[config.mk]
export PLATFORM = sky130hd
export DESIGN_NAME = tile_move_top
export DESIGN_NICKNAME = d
export VERILOG_FILES = /design/src/verilog/tile_move_pkg.sv /design/src/verilog/hci_core_mux_static.sv /design/src/verilog/tile_access_channels.sv /design/src/verilog/tile_buffer.sv /design/src/verilog/tile_move_ctrl.sv /design/src/verilog/tile_move_top.sv /design/src/verilog/tile_word_counter.sv
export SDC_FILE = /design/constraint.sdc
export NUM_CORES = 1
export LEC_CHECK = 0
export ABC_CLOCK_PERIOD_IN_PS = 8200
export BUFFER_PORTS_ARGS = -buffer_cell sky130_fd_sc_hd__clkbuf_2
export CORE_ASPECT_RATIO = 2
export CORE_MARGIN = 2
export CORE_UTILIZATION = 45
export DETAILED_ROUTE_END_ITERATION = 12
export HOLD_SLACK_MARGIN = 0.12
export PLACE_DENSITY_LB_ADDON = 0.15
export SKIP_CTS_REPAIR_TIMING = 1
export SYNTH_ARGS = -nofsm -noshare
export SYNTH_HDL_FRONTEND = slang
export SYNTH_SLANG_ARGS = --single-unit
[constraint.sdc]
create_clock -name clk_i -period 8.2 [get_ports clk_i]
set_input_delay 0.82 -clock clk_i [delete_from_list [all_inputs] [get_ports clk_i]]
set_output_delay 0.82 -clock clk_i [all_outputs]
set_load 0.1 [all_outputs]
[src/verilog/tile_move_pkg.sv]
// ##########################################################################
// tile mover shared definitions.
// widths, buffer depth and memory channel numbers used by the whole block.
// ##########################################################################

package tile_move_pkg;

  // ########################################################################
  // memory port widths
  // ########################################################################
  localparam int unsigned ADDR_W = 32;            // word address width.
  localparam int unsigned DATA_W = 32;            // data word width.
  localparam int unsigned BE_W   = DATA_W / 8;    // one enable per byte.

  // ########################################################################
  // job sizing
  // ########################################################################
  localparam int unsigned BUF_DEPTH = 8;          // max job length too.
  localparam int unsigned LEN_W     = 4;          // holds 0 to 8.
  localparam int unsigned IDX_W     = 3;          // buffer index.

  // ########################################################################
  // channels on the shared memory port
  // ########################################################################
  localparam int unsigned NB_CHAN = 2;
  localparam int unsigned SEL_W   = $clog2(NB_CHAN);

  localparam logic [SEL_W-1:0] CH_LOAD  = SEL_W'(0);  // read side.
  localparam logic [SEL_W-1:0] CH_STORE = SEL_W'(1);  // write side.

  typedef logic [ADDR_W-1:0] addr_t;
  typedef logic [DATA_W-1:0] data_t;
  typedef logic [LEN_W-1:0]  len_t;

endpackage

[src/verilog/hci_core_mux_static.sv]
// ##########################################################################
// static HCI multiplexer.
// puts one of NB_CHAN initiators on the memory port, picked by sel_i.
// only valid when the initiators are never active at the same time.
// ##########################################################################

`timescale 1ns/1ps

module hci_core_mux_static #(
  parameter int unsigned NB_CHAN = 2
) (
  input  logic [$clog2(NB_CHAN)-1:0]                  sel_i,
  // initiator side.
  input  logic [NB_CHAN-1:0]                          in_req_i,
  input  logic [NB_CHAN-1:0]                          in_wen_i,
  input  tile_move_pkg::addr_t [NB_CHAN-1:0]          in_add_i,
  input  tile_move_pkg::data_t [NB_CHAN-1:0]          in_data_i,
  input  logic [NB_CHAN-1:0][tile_move_pkg::BE_W-1:0] in_be_i,
  output logic [NB_CHAN-1:0]                          in_gnt_o,
  output logic [NB_CHAN-1:0]                          in_r_valid_o,
  output tile_move_pkg::data_t                        in_r_data_o,
  // memory side.
  output logic                                        out_req_o,
  output logic                                        out_wen_o,
  output tile_move_pkg::addr_t                        out_add_o,
  output tile_move_pkg::data_t                        out_data_o,
  output logic [tile_move_pkg::BE_W-1:0]              out_be_o,
  input  logic                                        out_gnt_i,
  input  logic                                        out_r_valid_i,
  input  tile_move_pkg::data_t                        out_r_data_i
);

  // handshake back only to the selected initiator.
  for (genvar ii = 0; ii < NB_CHAN; ii++) begin : gen_chan
    assign in_gnt_o[ii]     = (sel_i == ($clog2(NB_CHAN))'(ii)) ? out_gnt_i     : 1'b0;
    assign in_r_valid_o[ii] = (sel_i == ($clog2(NB_CHAN))'(ii)) ? out_r_valid_i : 1'b0;
  end

  assign in_r_data_o = out_r_data_i;            // broadcast, qualified by r_valid.

  assign out_req_o  = in_req_i[sel_i];
  assign out_wen_o  = in_wen_i[sel_i];
  assign out_add_o  = in_add_i[sel_i];
  assign out_data_o = in_data_i[sel_i];
  assign out_be_o   = in_be_i[sel_i];

endmodule

[src/verilog/tile_access_channels.sv]
// ##########################################################################
// load and store issue paths.
// load side reads src..src+len-1 and fills the buffer from the responses.
// store side writes the buffer words back to dst..dst+len-1.
// ##########################################################################

`timescale 1ns/1ps

module tile_access_channels (
  input  logic                            clk_i,
  input  logic                            rst_n_i,
  input  logic                            load_en_i,
  input  logic                            store_en_i,
  input  tile_move_pkg::addr_t            src_addr_i,
  input  tile_move_pkg::addr_t            dst_addr_i,
  input  logic [tile_move_pkg::IDX_W-1:0] idx_i,       // granted count.
  input  tile_move_pkg::len_t             len_i,
  // load channel.
  input  logic                            load_gnt_i,
  input  logic                            r_valid_i,
  input  tile_move_pkg::data_t            r_data_i,
  output logic                            load_req_o,
  output tile_move_pkg::addr_t            load_add_o,
  output logic                            load_done_o,
  // buffer write port.
  output logic                            buf_we_o,
  output logic [tile_move_pkg::IDX_W-1:0] buf_widx_o,
  output tile_move_pkg::data_t            buf_wdata_o,
  // store channel.
  input  tile_move_pkg::data_t            buf_rdata_i,  // word at idx_i.
  output logic                            store_req_o,
  output tile_move_pkg::addr_t            store_add_o,
  output tile_move_pkg::data_t            store_data_o
);

  // ########################################################################
  // load side
  // ########################################################################

  logic                load_issue;
  tile_move_pkg::len_t rcnt_q;     // responses received.
  logic [1:0]          pend_q;     // reads granted, not yet answered.

  assign load_req_o = load_en_i;                               // one read per idx.
  assign load_add_o = src_addr_i + tile_move_pkg::addr_t'(idx_i);
  assign load_issue = load_req_o & load_gnt_i;

  // response index, rewound once the store phase runs.
  always_ff @(posedge clk_i) begin
    if (!rst_n_i)        rcnt_q <= '0;
    else if (store_en_i) rcnt_q <= '0;
    else if (r_valid_i)  rcnt_q <= rcnt_q + 1'b1;
  end

  // in-flight reads, at most two with a one-cycle memory.
  always_ff @(posedge clk_i) begin
    if (!rst_n_i) begin
      pend_q <= '0;
    end else begin
      unique case ({load_issue, r_valid_i})
        2'b10:   pend_q <= pend_q + 1'b1;                       // new read out.
        2'b01:   pend_q <= pend_q - 1'b1;                       // read answered.
        default: pend_q <= pend_q;                              // none or both.
      endcase
    end
  end

  assign buf_we_o    = r_valid_i;                               // one write per response.
  assign buf_widx_o  = rcnt_q[tile_move_pkg::IDX_W-1:0];
  assign buf_wdata_o = r_data_i;

  assign load_done_o = (rcnt_q == len_i) && (pend_q == '0);     // buffer complete.

  // ########################################################################
  // store side
  // ########################################################################

  assign store_req_o  = store_en_i;
  assign store_add_o  = dst_addr_i + tile_move_pkg::addr_t'(idx_i);
  assign store_data_o = buf_rdata_i;                            // stable while idx holds.

endmodule

[src/verilog/tile_buffer.sv]
// ##########################################################################
// tile buffer.
// BUF_DEPTH words, one synchronous write port and one combinational read.
// ##########################################################################

`timescale 1ns/1ps

module tile_buffer (
  input  logic                            clk_i,
  input  logic                            rst_n_i,
  input  logic                            we_i,
  input  logic [tile_move_pkg::IDX_W-1:0] widx_i,
  input  tile_move_pkg::data_t            wdata_i,
  input  logic [tile_move_pkg::IDX_W-1:0] ridx_i,
  output tile_move_pkg::data_t            rdata_o
);

  tile_move_pkg::data_t mem_q [tile_move_pkg::BUF_DEPTH];

  always_ff @(posedge clk_i) begin
    if (!rst_n_i) begin
      for (int i = 0; i < tile_move_pkg::BUF_DEPTH; i++) mem_q[i] <= '0;
    end else if (we_i) begin
      mem_q[widx_i] <= wdata_i;                 // visible next cycle.
    end
  end

  assign rdata_o = mem_q[ridx_i];               // no read latency.

endmodule

[src/verilog/tile_move_ctrl.sv]
// ##########################################################################
// tile mover job controller.
// runs the four-phase job handshake and sequences load, drain and store.
// picks the memory channel and clears the issue counter between phases.
// ##########################################################################

`timescale 1ns/1ps

module tile_move_ctrl (
  input  logic                                   clk_i,
  input  logic                                   rst_n_i,
  input  logic                                   job_req_i,
  input  tile_move_pkg::len_t                    len_i,
  input  logic                                   last_i,      // final grant of phase.
  input  logic                                   load_done_i, // all reads answered.
  output logic                                   job_ack_o,
  output logic [tile_move_pkg::SEL_W-1:0]        sel_o,
  output logic                                   cnt_clr_o,
  output logic                                   load_en_o,
  output logic                                   store_en_o
);

  typedef enum logic [2:0] {
    ST_IDLE,
    ST_LOAD,
    ST_DRAIN,
    ST_STORE,
    ST_ACK
  } state_e;

  state_e state_q, state_d;

  always_comb begin
    state_d   = state_q;
    cnt_clr_o = 1'b0;
    unique case (state_q)
      ST_IDLE: begin
        if (job_req_i) begin                       // req is low on entry, so level is the edge.
          cnt_clr_o = 1'b1;
          state_d   = (len_i == '0) ? ST_ACK : ST_LOAD; // empty job acks at once.
        end
      end
      ST_LOAD: begin
        if (last_i) state_d = ST_DRAIN;            // stop issuing reads.
      end
      ST_DRAIN: begin
        if (load_done_i) begin                     // buffer fully written.
          cnt_clr_o = 1'b1;
          state_d   = ST_STORE;
        end
      end
      ST_STORE: begin
        if (last_i) state_d = ST_ACK;              // last write granted.
      end
      ST_ACK: begin
        if (!job_req_i) state_d = ST_IDLE;         // ack drops next edge.
      end
      default: state_d = ST_IDLE;
    endcase
  end

  always_ff @(posedge clk_i) begin
    if (!rst_n_i) state_q <= ST_IDLE;
    else          state_q <= state_d;
  end

  assign job_ack_o  = (state_q == ST_ACK);
  assign load_en_o  = (state_q == ST_LOAD);
  assign store_en_o = (state_q == ST_STORE);
  // load stays selected while draining so r_valid reaches it.
  assign sel_o = (state_q == ST_STORE) ? tile_move_pkg::CH_STORE : tile_move_pkg::CH_LOAD;

endmodule

[src/verilog/tile_move_top.sv]
// ##########################################################################
// tile mover top level.
// copies 1 to 8 words from src to dst over one HCI memory port.
// load and store channels take turns on the port through a static mux.
// ##########################################################################

`timescale 1ns/1ps

module tile_move_top (
  input  logic                            clk_i,
  input  logic                            rst_n_i,
  // job port, four-phase.
  input  logic                            job_req_i,
  input  tile_move_pkg::addr_t            src_addr_i,
  input  tile_move_pkg::addr_t            dst_addr_i,
  input  tile_move_pkg::len_t             len_i,
  output logic                            job_ack_o,
  // memory port.
  output logic                            tcdm_req_o,
  input  logic                            tcdm_gnt_i,
  output tile_move_pkg::addr_t            tcdm_add_o,
  output logic                            tcdm_wen_o,  // 1 read, 0 write.
  output logic [tile_move_pkg::BE_W-1:0]  tcdm_be_o,
  output tile_move_pkg::data_t            tcdm_data_o,
  input  logic                            tcdm_r_valid_i,
  input  tile_move_pkg::data_t            tcdm_r_data_i
);

  localparam int unsigned NB_CHAN = tile_move_pkg::NB_CHAN;

  logic [tile_move_pkg::SEL_W-1:0] sel;
  logic                            cnt_clr, cnt_step, cnt_last;
  logic                            load_en, store_en, load_done;
  logic [tile_move_pkg::IDX_W-1:0] idx;
  logic                            buf_we;
  logic [tile_move_pkg::IDX_W-1:0] buf_widx;
  tile_move_pkg::data_t            buf_wdata, buf_rdata;

  logic [NB_CHAN-1:0]                          chan_req, chan_wen, chan_gnt, chan_r_valid;
  tile_move_pkg::addr_t [NB_CHAN-1:0]          chan_add;
  tile_move_pkg::data_t [NB_CHAN-1:0]          chan_data;
  logic [NB_CHAN-1:0][tile_move_pkg::BE_W-1:0] chan_be;
  tile_move_pkg::data_t                        chan_r_data;

  assign chan_wen[tile_move_pkg::CH_LOAD]  = 1'b1;   // reads only.
  assign chan_wen[tile_move_pkg::CH_STORE] = 1'b0;   // writes only.
  assign chan_data[tile_move_pkg::CH_LOAD] = '0;
  assign chan_be[tile_move_pkg::CH_LOAD]   = '0;     // reads ignore byte enables.
  assign chan_be[tile_move_pkg::CH_STORE]  = '1;     // full-word writes.
  assign cnt_step = |(chan_req & chan_gnt);          // granted on the active channel.

  tile_move_ctrl i_ctrl (
    .clk_i       (clk_i),
    .rst_n_i     (rst_n_i),
    .job_req_i   (job_req_i),
    .len_i       (len_i),
    .last_i      (cnt_last),
    .load_done_i (load_done),
    .job_ack_o   (job_ack_o),
    .sel_o       (sel),
    .cnt_clr_o   (cnt_clr),
    .load_en_o   (load_en),
    .store_en_o  (store_en)
  );

  tile_word_counter i_counter (
    .clk_i   (clk_i),
    .rst_n_i (rst_n_i),
    .clr_i   (cnt_clr),
    .step_i  (cnt_step),
    .len_i   (len_i),
    .idx_o   (idx),
    .last_o  (cnt_last)
  );

  tile_access_channels i_channels (
    .clk_i        (clk_i),
    .rst_n_i      (rst_n_i),
    .load_en_i    (load_en),
    .store_en_i   (store_en),
    .src_addr_i   (src_addr_i),
    .dst_addr_i   (dst_addr_i),
    .idx_i        (idx),
    .len_i        (len_i),
    .load_gnt_i   (chan_gnt[tile_move_pkg::CH_LOAD]),
    .r_valid_i    (chan_r_valid[tile_move_pkg::CH_LOAD]),
    .r_data_i     (chan_r_data),
    .load_req_o   (chan_req[tile_move_pkg::CH_LOAD]),
    .load_add_o   (chan_add[tile_move_pkg::CH_LOAD]),
    .load_done_o  (load_done),
    .buf_we_o     (buf_we),
    .buf_widx_o   (buf_widx),
    .buf_wdata_o  (buf_wdata),
    .buf_rdata_i  (buf_rdata),
    .store_req_o  (chan_req[tile_move_pkg::CH_STORE]),
    .store_add_o  (chan_add[tile_move_pkg::CH_STORE]),
    .store_data_o (chan_data[tile_move_pkg::CH_STORE])
  );

  tile_buffer i_buffer (
    .clk_i   (clk_i),
    .rst_n_i (rst_n_i),
    .we_i    (buf_we),
    .widx_i  (buf_widx),
    .wdata_i (buf_wdata),
    .ridx_i  (idx),
    .rdata_o (buf_rdata)
  );

  hci_core_mux_static #(
    .NB_CHAN (NB_CHAN)
  ) i_mux (
    .sel_i         (sel),
    .in_req_i      (chan_req),
    .in_wen_i      (chan_wen),
    .in_add_i      (chan_add),
    .in_data_i     (chan_data),
    .in_be_i       (chan_be),
    .in_gnt_o      (chan_gnt),
    .in_r_valid_o  (chan_r_valid),
    .in_r_data_o   (chan_r_data),
    .out_req_o     (tcdm_req_o),
    .out_wen_o     (tcdm_wen_o),
    .out_add_o     (tcdm_add_o),
    .out_data_o    (tcdm_data_o),
    .out_be_o      (tcdm_be_o),
    .out_gnt_i     (tcdm_gnt_i),
    .out_r_valid_i (tcdm_r_valid_i),
    .out_r_data_i  (tcdm_r_data_i)
  );

endmodule

[src/verilog/tile_word_counter.sv]
// ##########################################################################
// issue counter.
// counts granted requests of the current phase, flags the final one.
// ##########################################################################

`timescale 1ns/1ps

module tile_word_counter (
  input  logic                            clk_i,
  input  logic                            rst_n_i,
  input  logic                            clr_i,   // new phase.
  input  logic                            step_i,  // request granted.
  input  tile_move_pkg::len_t             len_i,
  output logic [tile_move_pkg::IDX_W-1:0] idx_o,
  output logic                            last_o
);

  logic [tile_move_pkg::IDX_W-1:0] idx_q;

  always_ff @(posedge clk_i) begin
    if (!rst_n_i)    idx_q <= '0;
    else if (clr_i)  idx_q <= '0;
    else if (step_i) idx_q <= idx_q + 1'b1;     // wraps after 8, phase ends first.
  end

  assign idx_o = idx_q;
  // same-cycle flag so the controller drops req on this grant.
  assign last_o = step_i &&
                  (tile_move_pkg::len_t'(idx_q) == len_i - tile_move_pkg::len_t'(1));

endmodule
# Word-level counts from Yosys, hierarchy flattened
# Memory sizes are Yosys's and may differ from the RTL's. A register that Yosys moved wholly into a read port is not among the register bits.
# Cells that the tools add are included.
word_totals:
  regBits: 12
  inputBits: 105
  ramBits: 256
  out_inout_bits: 71
  n_memories: 1
mem_list:
  columns: ["name", "depth", "word_bits", "rd", "rd_clocked_by_memory_dff", "wr", "line_no", "source"]
  rows:
  - ["i_buffer.mem_q", 8, 32, 1, 1, 8, "tile_buffer.sv:18", "tile_move_pkg::data_t mem_q [tile_move_pkg::BUF_DEPTH];"]
op_classes:
  n_eq_ne: 13
  order_cmp: 1
  n_bitwise: 3
  add_sub_neg: 7
  muxes: 34
  reduce_logical: 11
ops:
  columns: ["cell", "n"]
  rows:
  - ["$mux W32", 5]
  - ["$add A32 B3 Y32", 2]
  - ["$reduce_or A32 Y1", 1]
  - ["$mux W3", 9]
  - ["$mux W1", 15]
  - ["$pmux W3 S5", 1]
  - ["$mux W4", 2]
  - ["$ne A2 B2 Y1 const B", 4]
  - ["$eq A3 B2 Y1 const B", 2]
  - ["$reduce_or A2 Y1", 3]
  - ["$reduce_and A5 Y1", 1]
  - ["$add A4 B1 Y4 const B", 1]
  - ["$eq A3 B4 Y1", 1]
  - ["$eq A4 B4 Y1", 1]
  - ["$logic_not A4 Y1", 1]
  - ["$pmux W2 S2", 1]
  - ["$sub A4 B1 Y4 const B", 1]
  - ["$add A3 B1 Y3 const B", 1]
  - ["$eq A3 B1 Y1 const B", 1]
  - ["$eq A3 B3 Y1 const B", 1]
  - ["$logic_not A3 Y1", 1]
  - ["$add A2 B1 Y2 const B", 1]
  - ["$and A2 B2 Y2", 1]
  - ["$eq A2 B1 Y1 const B", 1]
  - ["other kinds (10)", 11]

# Logic depth before layout (Yosys ltp)
# Gate-level depths: netlist (run 1).
depth:
  ltp_word: 8
  ltp_mapped: 16

# Hierarchy
# A second synthesis (run 1) with hierarchy kept.
unflattened:
  hier_cells: 1194
  hier_area_um2: 15454.8
modules_own_cells:
  columns: ["module", "instances", "seq_area_each_um2", "cells_per_inst", "area_per_inst_um2"]
  rows:
  - ["tile_buffer", 1, 7687.4, 729, 11458.5]
  - ["tile_access_channels", 1, 120.1, 304, 2239.6]
  - ["hci_core_mux_static", 1, 0.0, 114, 1347.5]
  - ["tile_word_counter", 1, 60.1, 22, 198.9]
  - ["tile_move_ctrl", 1, 60.1, 22, 193.9]
  - ["tile_move_top", 1, 0.0, 3, 16.3]

# Worst setup path after synthesis (run 1)
# OpenSTA, ideal clock, no wires.
synth_timing:
  kind: "register -> output"
  startpoint: "register i_ctrl.state_q[2]"
  endpoint: "output tcdm_add_o[4]"
  setup_slack_ps: 2707
  stages_incl_launch_ff: 16
  arrival_ps: 4673
  path_cell_list: "dfxtp_1 -> nand3b_4 -> buf_6 -> buf_2 -> buf_2 -> buf_2 -> nand2_1 -> nand2_1 -> ha_1 -> inv_1 -> fa_1 -> inv_1 -> a21o_1 -> nand2_1 -> xor2_1 -> o21ai_0"
synth_via:
  elab_chain_cells: 4
synth_lines:
  columns: ["item", "line_no", "source"]
  rows:
  - ["start: declaration", "tile_move_ctrl.sv:31", "state_e state_q, state_d;"]
  - ["start signal: assignment", "tile_move_ctrl.sv:64", "else state_q <= state_d;"]
  - ["$eq A3 B2 Y1", "tile_move_ctrl.sv:71", "assign sel_o = (state_q == ST_STORE) ? tile_move_pkg::CH_STORE : tile_move_pkg::CH_LOAD;"]
  - ["$mux W1", "tile_move_ctrl.sv:71", null]
  - ["$mux W32 (implied by the code) (2 in a row)", "hci_core_mux_static.sv:43", "assign out_add_o = in_add_i[sel_i];"]
  - ["end: declaration", "tile_move_top.sv:21", "output tile_move_pkg::addr_t tcdm_add_o,"]
# Every way passes these cells. The select of a mux whose other input is x is not followed.

# Final worst setup path (run 1)
layout_timing:
  startpoint: "register i_ctrl.state_q[0]"
  endpoint: "output tcdm_add_o[30]"
# The elaborated chain is that of the path after synthesis.

==> results of run 1 <==
worst max-delay path, delay by kind of cell, from the launching register on:
kind / cells / cell delay (ns)
buffers and inverters: 4 / 1.29
AND/OR/NAND/NOR: 5 / 1.29
adder cells (fa/ha/maj): 2 / 0.55
AO/OA/AOI/OAI: 2 / 0.51
flip-flops: 1 / 0.45
XOR/XNOR: 1 / 0.15
metal layers:
metal	part of all wire	GRT usage
met5	0	0
met1	0.38	0.2503
met3	0.050	0.02520
met2	0.55	0.4086
met4	0.026	0.06562
layout make-up:
class                   instances  area [um^2]  area share
flip-flops and latches        271         7994      0.5081
multi-input cells             657         5503      0.3498
repair buffers                191        996.0     0.06331
clock buffers                  24        579.3     0.03682
well taps                     368        460.4     0.02927
clock inverters                18        148.9    0.009464
inverters                      13        48.80    0.003102
diodes                          1        2.502   0.0001591
state kept, by name (all words and copies together) (netlist names), named ones only:
signal and count:
i_counter.idx_o 3, i_buffer.mem_q 256, i_channels.pend_q 2, i_ctrl.state_q 3, i_channels.rcnt_q 4
worst min path at each step:
stage,from,to,slack [ns],cells after the start
5_1_grt,i_channels.pend_q[1],i_channels.pend_q[1],0.54,2
3_3_place_gp,i_channels.pend_q[1],i_channels.pend_q[1],0.48,2
3_5_place_dp,i_channels.pend_q[1],i_channels.pend_q[1],0.48,2
2_1_floorplan,i_channels.pend_q[1],i_channels.pend_q[1],0.46,2
6_report,i_channels.pend_q[1],i_channels.pend_q[1],0.49,2
4_1_cts,i_channels.pend_q[1],i_channels.pend_q[1],0.49,2
cells in the mapped netlist, drive strengths merged (15+ instances only):
cell type,count
xor2,22
mux4,64
nor3,21
mux2i,60
edfxtp,256
and2,260
nand2,46
xnor2,34
dfxtp,15
buf,18
clkbuf,42
nor2,55
stage by stage:
step	hold WS [ns]	setup slack, ns	power (W)	utilization	cell area [um^2]
detailed placement	0.4839	3.085	0.001952	0.4990	15000
finish	0.4884	2.594	0.003007	0.5233	15730
floorplan	0.4591	2.707	0.001835	-	13690
CTS	0.4943	2.522	0.003029	0.5232	15730
global placement	0.4837	3.165	0.001948	0.4990	15000
global route	0.5431	2.229	0.003096	0.5233	15730
cells by family (layout without fill, tap and decap cells):
family                   after synthesis  after routing  share of synthesized area
other                                  0              1                          0
flip-flops                           271            271                     0.5834
AND/OR/NAND/NOR                      435            435                     0.1802
XOR/XNOR                              56             56                    0.03582
adder cells (fa/ha/maj)                9              9                   0.008773
multiplexers                         127            127                     0.1525
AO/OA/AOI/OAI                         30             30                    0.01682
buffers and inverters                 73            246                    0.02248
report_power, final:
group	switching (W)	total, W	internal [W]	leakage, nW
clock network	0.000510	0.00109	0.000581	0.354
registers	0.0000241	0.00160	0.00158	2.78
logic	0.000212	0.000317	0.000105	2.86
total	0.000745	0.00301	0.00226	5.99
==> summary.txt, run 1 <==
status: finished, final reports clean
routed vias: 8406
clock root buffer: clkbuf_16
RSZ-0062 raised after global routing: no
Warnings, synthesis: 0
site row count: 90
synth top area cells: edfxtp_1, and2_1, mux4_2, mux2i_1, dfxtp_1
Post-Syn Instances: 1001
clk sinks: 271
fmax: 0.1784 GHz
dpl hpwl: 20320 um
CP endpoint: tcdm_add_o[30]
Max Slew Vio Count: 0
Die Ht: 250.7 um
Reg2Reg Depth: 6
worst-margin pin slew: 1.103 ns
worst reg2reg setup slack: 4.74 ns
IO Pins: 176
main flop type after synthesis: edfxtp_1
Post-synth EDFFs: 256
Die X: 127.3 um
core region area: 30070 um^2
Worst Path Required: 7.38 ns
Min-Delay Path Class: reg2reg
First-pass DRT Iterations: 6
period utilization: 0.6836
# setup viols final: 0
final net count: 1271
H-tree Lvls: 1
ys async rst share: 0
commonest non-fill, non-tap cell in the layout: and2_1
share of layout cells above drive strength 1: 0.2751
Final Hold Vio Count: 0
Filler cells: 2622
Vias/cell: 5.448
#FFs+latches synth: 271
syn avg cell area: 13.68 um^2
post-synthesis sequential area ratio: 0.5834
Detail Route Antenna Nets: 0
Finished Layout Cells: 1543
Setup CP Type: reg2out
placed insts: 1500
crit path max fanout: 32
Yosys top cell by area: edfxtp_1
Num CTS Buffers: 23
area share of the largest cell type after synthesis: 0.5615
net count after synthesis: 1115
Area Growth Syn to Fin: 14.90%
clock tree buffer depth: 3
grt total ovfl: 0
I/O Buffers: 175
global-route wire length before repair: 51610 um
antenna violations before repair: 1
Worst Skew: 0.01129 ns
MaxCap Viol Count: 0
starting density of the core: 0.4554
CTS tree: yes
worst-skew pair later-pin latency: 0.53 ns
WL per Instance: 22.36 um
PD cells: 191.1 nW/um^2
startpoint types: flip-flop
clock period minus worst slack: 5.606 ns
Max-Slew Margin vs Limit: 0.2628
Setup crit start: i_ctrl.state_q[0]
commonest cells after routing, fill and taps aside: and2_1, edfxtp_1, clkbuf_2
Max rail drop VDD: 187.4 uV
Slowest-stage cell, CP: inv_2
start of the worst register-to-register path: i_ctrl.state_q[2]
die area: 31920 um^2
Setup TNS: 0 ns
drt drc: 0
GRT Overall Usage: 0.2155
vias in the first global route: 8808
final RePlAce weighted congestion: 0.8109
crit end category: primary output
Max stage delay on crit path: 0.69 ns
Iter 0 DRT Violations: 381
Synth cell types: 50
worst r2r dst: i_buffer.mem_q[4][3]
critical path arrival: 4.79 ns
CP Cell Sequence: nand3b_4, inv_2, nand2_1, nand2_1, ha_1, inv_1, fa_1, inv_1, a21o_1, o211ai_2, or2_2, nor3b_1, xnor2_1, clkbuf_2
Clk pin slew, worst setup/hold paths: 0.07 ns
Leakage Power: 5.993 nW
largest net degree at the start of global routing: 44
DRT Wirelength: 34510 um
Cell Area, Synth: 13690 um^2
No activity file was read; power rests on OpenSTA's default activity.
==> inputs of run 2 (changes only) <==
- ABC_CLOCK_PERIOD_IN_PS: 8200 -> 4600
- clock period: 8.2 -> 4.6 ns (I/O delays scaled with it)
==> run 2 against run 1 <==
Against the previous run:
- clock power rose by 81%
- die area did not move
- flip-flop and latch count did not move
- critical endpoint unchanged
==> summary.txt, run 2 (synthesis results as in run 1) <==
hold slack: 0.2314 ns (-0.2570 ns)
start of the worst register-to-register path: i_ctrl.state_q[2]
commonest non-fill, non-tap cell in the layout: and2_1
Final Hold Vio Count: 0 (unchanged)
Clk pin slew, worst setup/hold paths: 0.07 ns (about the same)
startpoint types: flip-flop
I/O Buffers: 175 (unchanged)
H-tree Lvls: 1 (unchanged)
crit path max fanout: 15 (-53%)
fmax: 0.2354 GHz
antenna violations before repair: 2 (+1)
Vias/cell: 5.510 (+1.1%)
vias in the first global route: 9078 (+3.1%)
Detail Route Antenna Nets: 0 (unchanged)
largest net degree at the start of global routing: 45 (+2.3%)
share of layout cells above drive strength 1: 0.2822 (+0.007096)
Die X: 127.3 um (unchanged)
final RePlAce weighted congestion: 0.8059 (-0.62%)
CTS tree: yes
Area Growth Syn to Fin: 19.07%
Finished Layout Cells: 1556 (+0.84%)
First-pass DRT Iterations: 5 (-1)
routed vias: 8573 (+2.0%)
Max Slew Vio Count: 0 (unchanged)
DRT Wirelength: 34410 um (-0.28%)
Max stage delay on crit path: 0.40 ns (-0.29 ns)
Die Ht: 250.7 um (unchanged)
die area: 31920 um^2 (unchanged)
# setup viols final: 0 (unchanged)
Max rail drop VDD: 335.8 uV (+79%)
global-route wire length before repair: 52090 um (+0.92%)
critical path arrival: 3.79 ns (-1.00 ns)
Worst Hold Depth: 3 (+1)
clock tree buffer depth: 3 (unchanged)
WL per Instance: 22.12 um (-1.1%)
starting density of the core: 0.4554 (unchanged)
Reg2Reg Depth: 6 (unchanged)
placed insts: 1513 (+0.87%)
CP Cell Sequence: nand3b_4, inv_2, nand2_1, nand2_1, ha_1, inv_1, fa_1, inv_1, a21o_1, o211ai_2, or2_2, nor3b_1, xnor2_1, buf_12
core region area: 30070 um^2 (unchanged)
final net count: 1284 (+1.0%)
clock period minus worst slack: 4.247 ns
period utilization: 0.9234
worst-skew pair later-pin latency: 0.54 ns (about the same)
MaxCap Viol Count: 0 (unchanged)
IO Pins: 176 (unchanged)
status: finished, final reports clean
Setup CP Type: reg2out
dpl hpwl: 22150 um (+9.0%)
Largest Register: i_buffer.mem_q
Leakage Power: 6.212 nW (+3.7%)
Slowest-stage cell, CP: fa_1
Min-Delay Path Class: in2reg
RSZ-0062 raised after global routing: no
Worst Path Required: 4.14 ns (-3.24 ns)
Max-Slew Margin vs Limit: 0.4361 (+0.1733)
Hold Startpoint: job_req_i
Iter 0 DRT Violations: 417 (+9.4%)
Top Registers: i_buffer.mem_q (256), i_channels.rcnt_q (4)
drt drc: 0 (unchanged)
clk sinks: 271 (unchanged)
site row count: 90 (unchanged)
commonest cells after routing, fill and taps aside: and2_1, edfxtp_1, clkbuf_2
crit end category: primary output
Worst Skew: 0.01680 ns (+0.005507 ns)
GRT Overall Usage: 0.2153 (-0.0002187)
Largest register FFs: 256 (unchanged)
grt total ovfl: 0 (unchanged)
Num CTS Buffers: 23 (unchanged)
worst-margin pin slew: 0.8427 ns (-0.2605 ns)
Setup crit start: i_ctrl.state_q[2]
clock root buffer: clkbuf_16
PD cells: 334.0 nW/um^2 (+75%)
[run 2: cell types whose count changed in the layout (fill, tap and decap cells not counted), sizes merged]
cell	delta
buf	+43
clkbuf	-20
clkinv	-6
clkinvlp	-3
inv	-1
[run 2: final cells by class]
cell class / instances / area, um^2
clock inverter: 8 / 102.6
sequential: 271 / 7994
fill: 2490 / 13760
clock buffer: 34 / 636.9
inverter: 13 / 48.80
timing repair buffer: 204 / 1556
multi-input combinational: 657 / 5502
antenna: 1 / 2.502
tap: 368 / 460.4
[run 2: worst paths after layout]
path	endpoint	slack (ns)
max reg2reg	i_buffer.mem_q[0][25]	1.55
min reg2reg	i_channels.pend_q[1]	0.51
max	tcdm_add_o[30]	0.35
min	i_ctrl.state_q[2]	0.23
[run 2: power breakdown]
part | switching [W] | internal, W | total, W
clock network | 0.000885 | 0.00108 | 0.00197
registers | 0.0000438 | 0.00281 | 0.00285
logic | 0.000389 | 0.000240 | 0.000629
[run 2: worst max-delay path, delay by kind of cell (launching register included)]
| family | cells | cell delay, ns |
|---|---|---|
| AOI/OAI and AO/OA | 2 | 0.49 |
| xor gates and xnor gates | 1 | 0.21 |
| adders and majority gates | 2 | 0.57 |
| and+or+nand+nor | 5 | 1.01 |
| DFF | 1 | 0.37 |
| buffers and inverters | 4 | 0.60 |
[run 2: metrics by stage]
stage,utilization,area [um^2],worst slack (ns),setup TNS [ns],total power [W]
2_1_floorplan,-,13710,-0.01559,-0.02685,0.003273
3_3_place_gp,0.5176,15560,1.013,0,0.003535
3_5_place_dp,0.5176,15560,0.9135,0,0.003546
4_1_cts,0.5422,16300,0.3270,0,0.005489
5_1_grt,0.5422,16300,0.1135,0,0.005600
6_report,0.5422,16300,0.3525,0,0.005446
[run 2: metal layers]
layer	track usage	share of wire
met1	0.2435	0.37
met2	0.4206	0.57
met3	0.01858	0.037
met4	0.06374	0.024
met5	0	0
==> inputs of run 3 (changes only) <==
- CORE_MARGIN: 2 -> 1.5
- MAX_ROUTING_LAYER: default -> met4
- REMOVE_ABC_BUFFERS: default -> 1
==> run 3 against run 2 <==
Against the previous run:
- via count down 0.29%
- sequential share of layout area is 0.23 points higher
- worst hold slack better by 0.0097 ns
- flip-flop and latch count is the same
- sequential power hardly changed
- count of clock-buffer cells in the layout down 6
- fmax shrank 0.96%
- critical path depth unchanged
- worst setup slack worse by 0.041 ns
- global-route usage is 1.0 points higher
- clock skew fell by 0.0013 ns
- total power fell by 2.1%
- critical path type unchanged
- critical endpoint unchanged
- largest power group unchanged
- highest routed layer unchanged
==> summary.txt, run 3 (synthesis results as in run 1) <==
status: finished, final reports clean
Largest register FFs: 256 (unchanged)
Worst Skew: 0.01545 ns (-0.001345 ns)
worst-margin pin slew: 0.9468 ns (+0.1041 ns)
Final Hold Vio Count: 0 (unchanged)
Vias/cell: 5.515 (about the same)
Num CTS Buffers: 24 (+4.3%)
Setup CP Type: reg2out
core region area: 30070 um^2 (unchanged)
drt drc: 0 (unchanged)
largest net degree at the start of global routing: 37 (-18%)
period utilization: 0.9323 (+0.008922)
startpoint types: flip-flop
Detail Route Antenna Nets: 0 (unchanged)
Clk pin slew, worst setup/hold paths: 0.07 ns (about the same)
Max-Slew Margin vs Limit: 0.3664 (-0.06964)
Worst Hold Depth: 3 (unchanged)
die area: 31540 um^2 (-1.2%)
Design Power: 0.005330 W (-2.1%)
final core utilization: 0.5397 (-0.002580)
Die X: 126.3 um (-0.79%)
First-pass DRT Iterations: 5 (unchanged)
Filler cells: 2521 (+1.2%)
dpl hpwl: 20840 um (-5.9%)
clock root buffer: clkbuf_16
Finished Layout Cells: 1550 (-0.39%)
Largest Register: i_buffer.mem_q
grt total ovfl: 0 (unchanged)
Reg2Reg Depth: 6 (unchanged)
Max rail drop VDD: 266.8 uV (-21%)
commonest non-fill, non-tap cell in the layout: and2_1
clk sinks: 271 (unchanged)
fmax: 0.2332 GHz (-0.96%)
Max Slew Vio Count: 0 (unchanged)
PD cells: 328.5 nW/um^2 (-1.7%)
GRT Overall Usage: 0.2255 (+0.01023)
Top Registers: i_buffer.mem_q (256), i_channels.rcnt_q (4)
# setup viols final: 0 (unchanged)
final RePlAce weighted congestion: 0.8465 (+5.0%)
Die Ht: 249.7 um (-0.40%)
H-tree Lvls: 1 (unchanged)
Area Growth Syn to Fin: 18.51%
Leakage Power: 6.187 nW (-0.40%)
clock period minus worst slack: 4.289 ns (+0.04104 ns)
crit end category: primary output
critical path arrival: 3.83 ns (+0.04 ns)
commonest cells after routing, fill and taps aside: and2_1, edfxtp_1, clkbuf_2
crit path max fanout: 19 (+4)
share of layout cells above drive strength 1: 0.2775 (-0.004728)
Iter 0 DRT Violations: 432 (+3.6%)
vias in the first global route: 8832 (-2.7%)
hold slack: 0.2411 ns (+0.009712 ns)
site row count: 90 (unchanged)
placed insts: 1509 (-0.26%)
RSZ-0062 raised after global routing: no
routed vias: 8548 (-0.29%)
global-route wire length before repair: 51670 um (-0.79%)
DRT Wirelength: 33970 um (-1.3%)
clock tree buffer depth: 3 (unchanged)
Antenna Diode Count: 0 (-1)
Setup TNS: 0 ns (unchanged)
MaxCap Viol Count: 0 (unchanged)
worst-skew pair later-pin latency: 0.53 ns (about the same)
WL per Instance: 21.92 um (-0.90%)
CTS tree: yes
antenna violations before repair: 0 (-2)
IO Pins: 176 (unchanged)
final net count: 1281 (-0.23%)
I/O Buffers: 175 (unchanged)
Min-Delay Path Class: in2reg
Worst Path Required: 4.14 ns (about the same)
starting density of the core: 0.4554 (unchanged)
run 3: cell count changes in the layout (fill, tap and decap cells not counted), sizes merged:
cell	change
inv	-2
diode	-1
buf	-6
clkbuf	-4
clkinv	+7
clkinvlp	+2
bufinv	-2
run 3: area by class of cell:
type	count	area (um^2)	share of cell area
flip-flops and latches	271	7994	0.4927
well taps	368	460.4	0.02838
clock inverters	13	67.56	0.004164
repair buffers	200	1534	0.09454
multi-input cells	657	5483	0.3379
inverters	13	50.05	0.003085
clock buffers	28	636.9	0.03925
run 3: routing by layer:
| layer | vias to the layer above | GRT usage | wire length [um] | part of all wire |
|---|---|---|---|---|
| met4 | 0 | 0.08079 | 1006 | 0.030 |
| met5 | - | - | 0 | 0 |
| li1 | 3955 | - | - | - |
| met2 | 293 | 0.4069 | 18420 | 0.54 |
| met3 | 61 | 0.02529 | 1717 | 0.051 |
| met1 | 4239 | 0.2565 | 12830 | 0.38 |
run 3: path summary, 6_finish.rpt:
kind / startpoint / endpoint / slack (ns)
min reg2reg: i_channels.pend_q[1] / i_channels.pend_q[1] / 0.51
min: job_req_i / i_ctrl.state_q[2] / 0.24
max reg2reg: i_ctrl.state_q[2] / i_buffer.mem_q[4][30] / 1.45
max: i_ctrl.state_q[0] / tcdm_add_o[30] / 0.31
run 3: worst max-delay path, stage by stage, from the launching register on:
cell      delay [ns]
dfxtp_1         0.45
nand3b_4        0.14
clkinv_2        0.25
nand2_1         0.10
nand2_1         0.07
ha_1            0.16
inv_1           0.05
fa_1            0.40
inv_1           0.07
a21o_1          0.28
o211ai_2        0.29
or2_2           0.38
nor3b_1         0.24
xnor2_1         0.20
buf_12          0.21
run 3: where the power goes:
group          switching [W]  internal, W
Sequential         0.0000396      0.00281
Combinational       0.000384     0.000234
Clock               0.000876     0.000988
run 3: metrics by stage:
stage	cell area (um^2)	setup slack (ns)
after floorplan	13430	-2.377
after global placement	15520	0.8588
after detailed placement	15520	0.7832
after CTS	16220	0.1937
after global routing	16230	0.06770
final	16230	0.3115
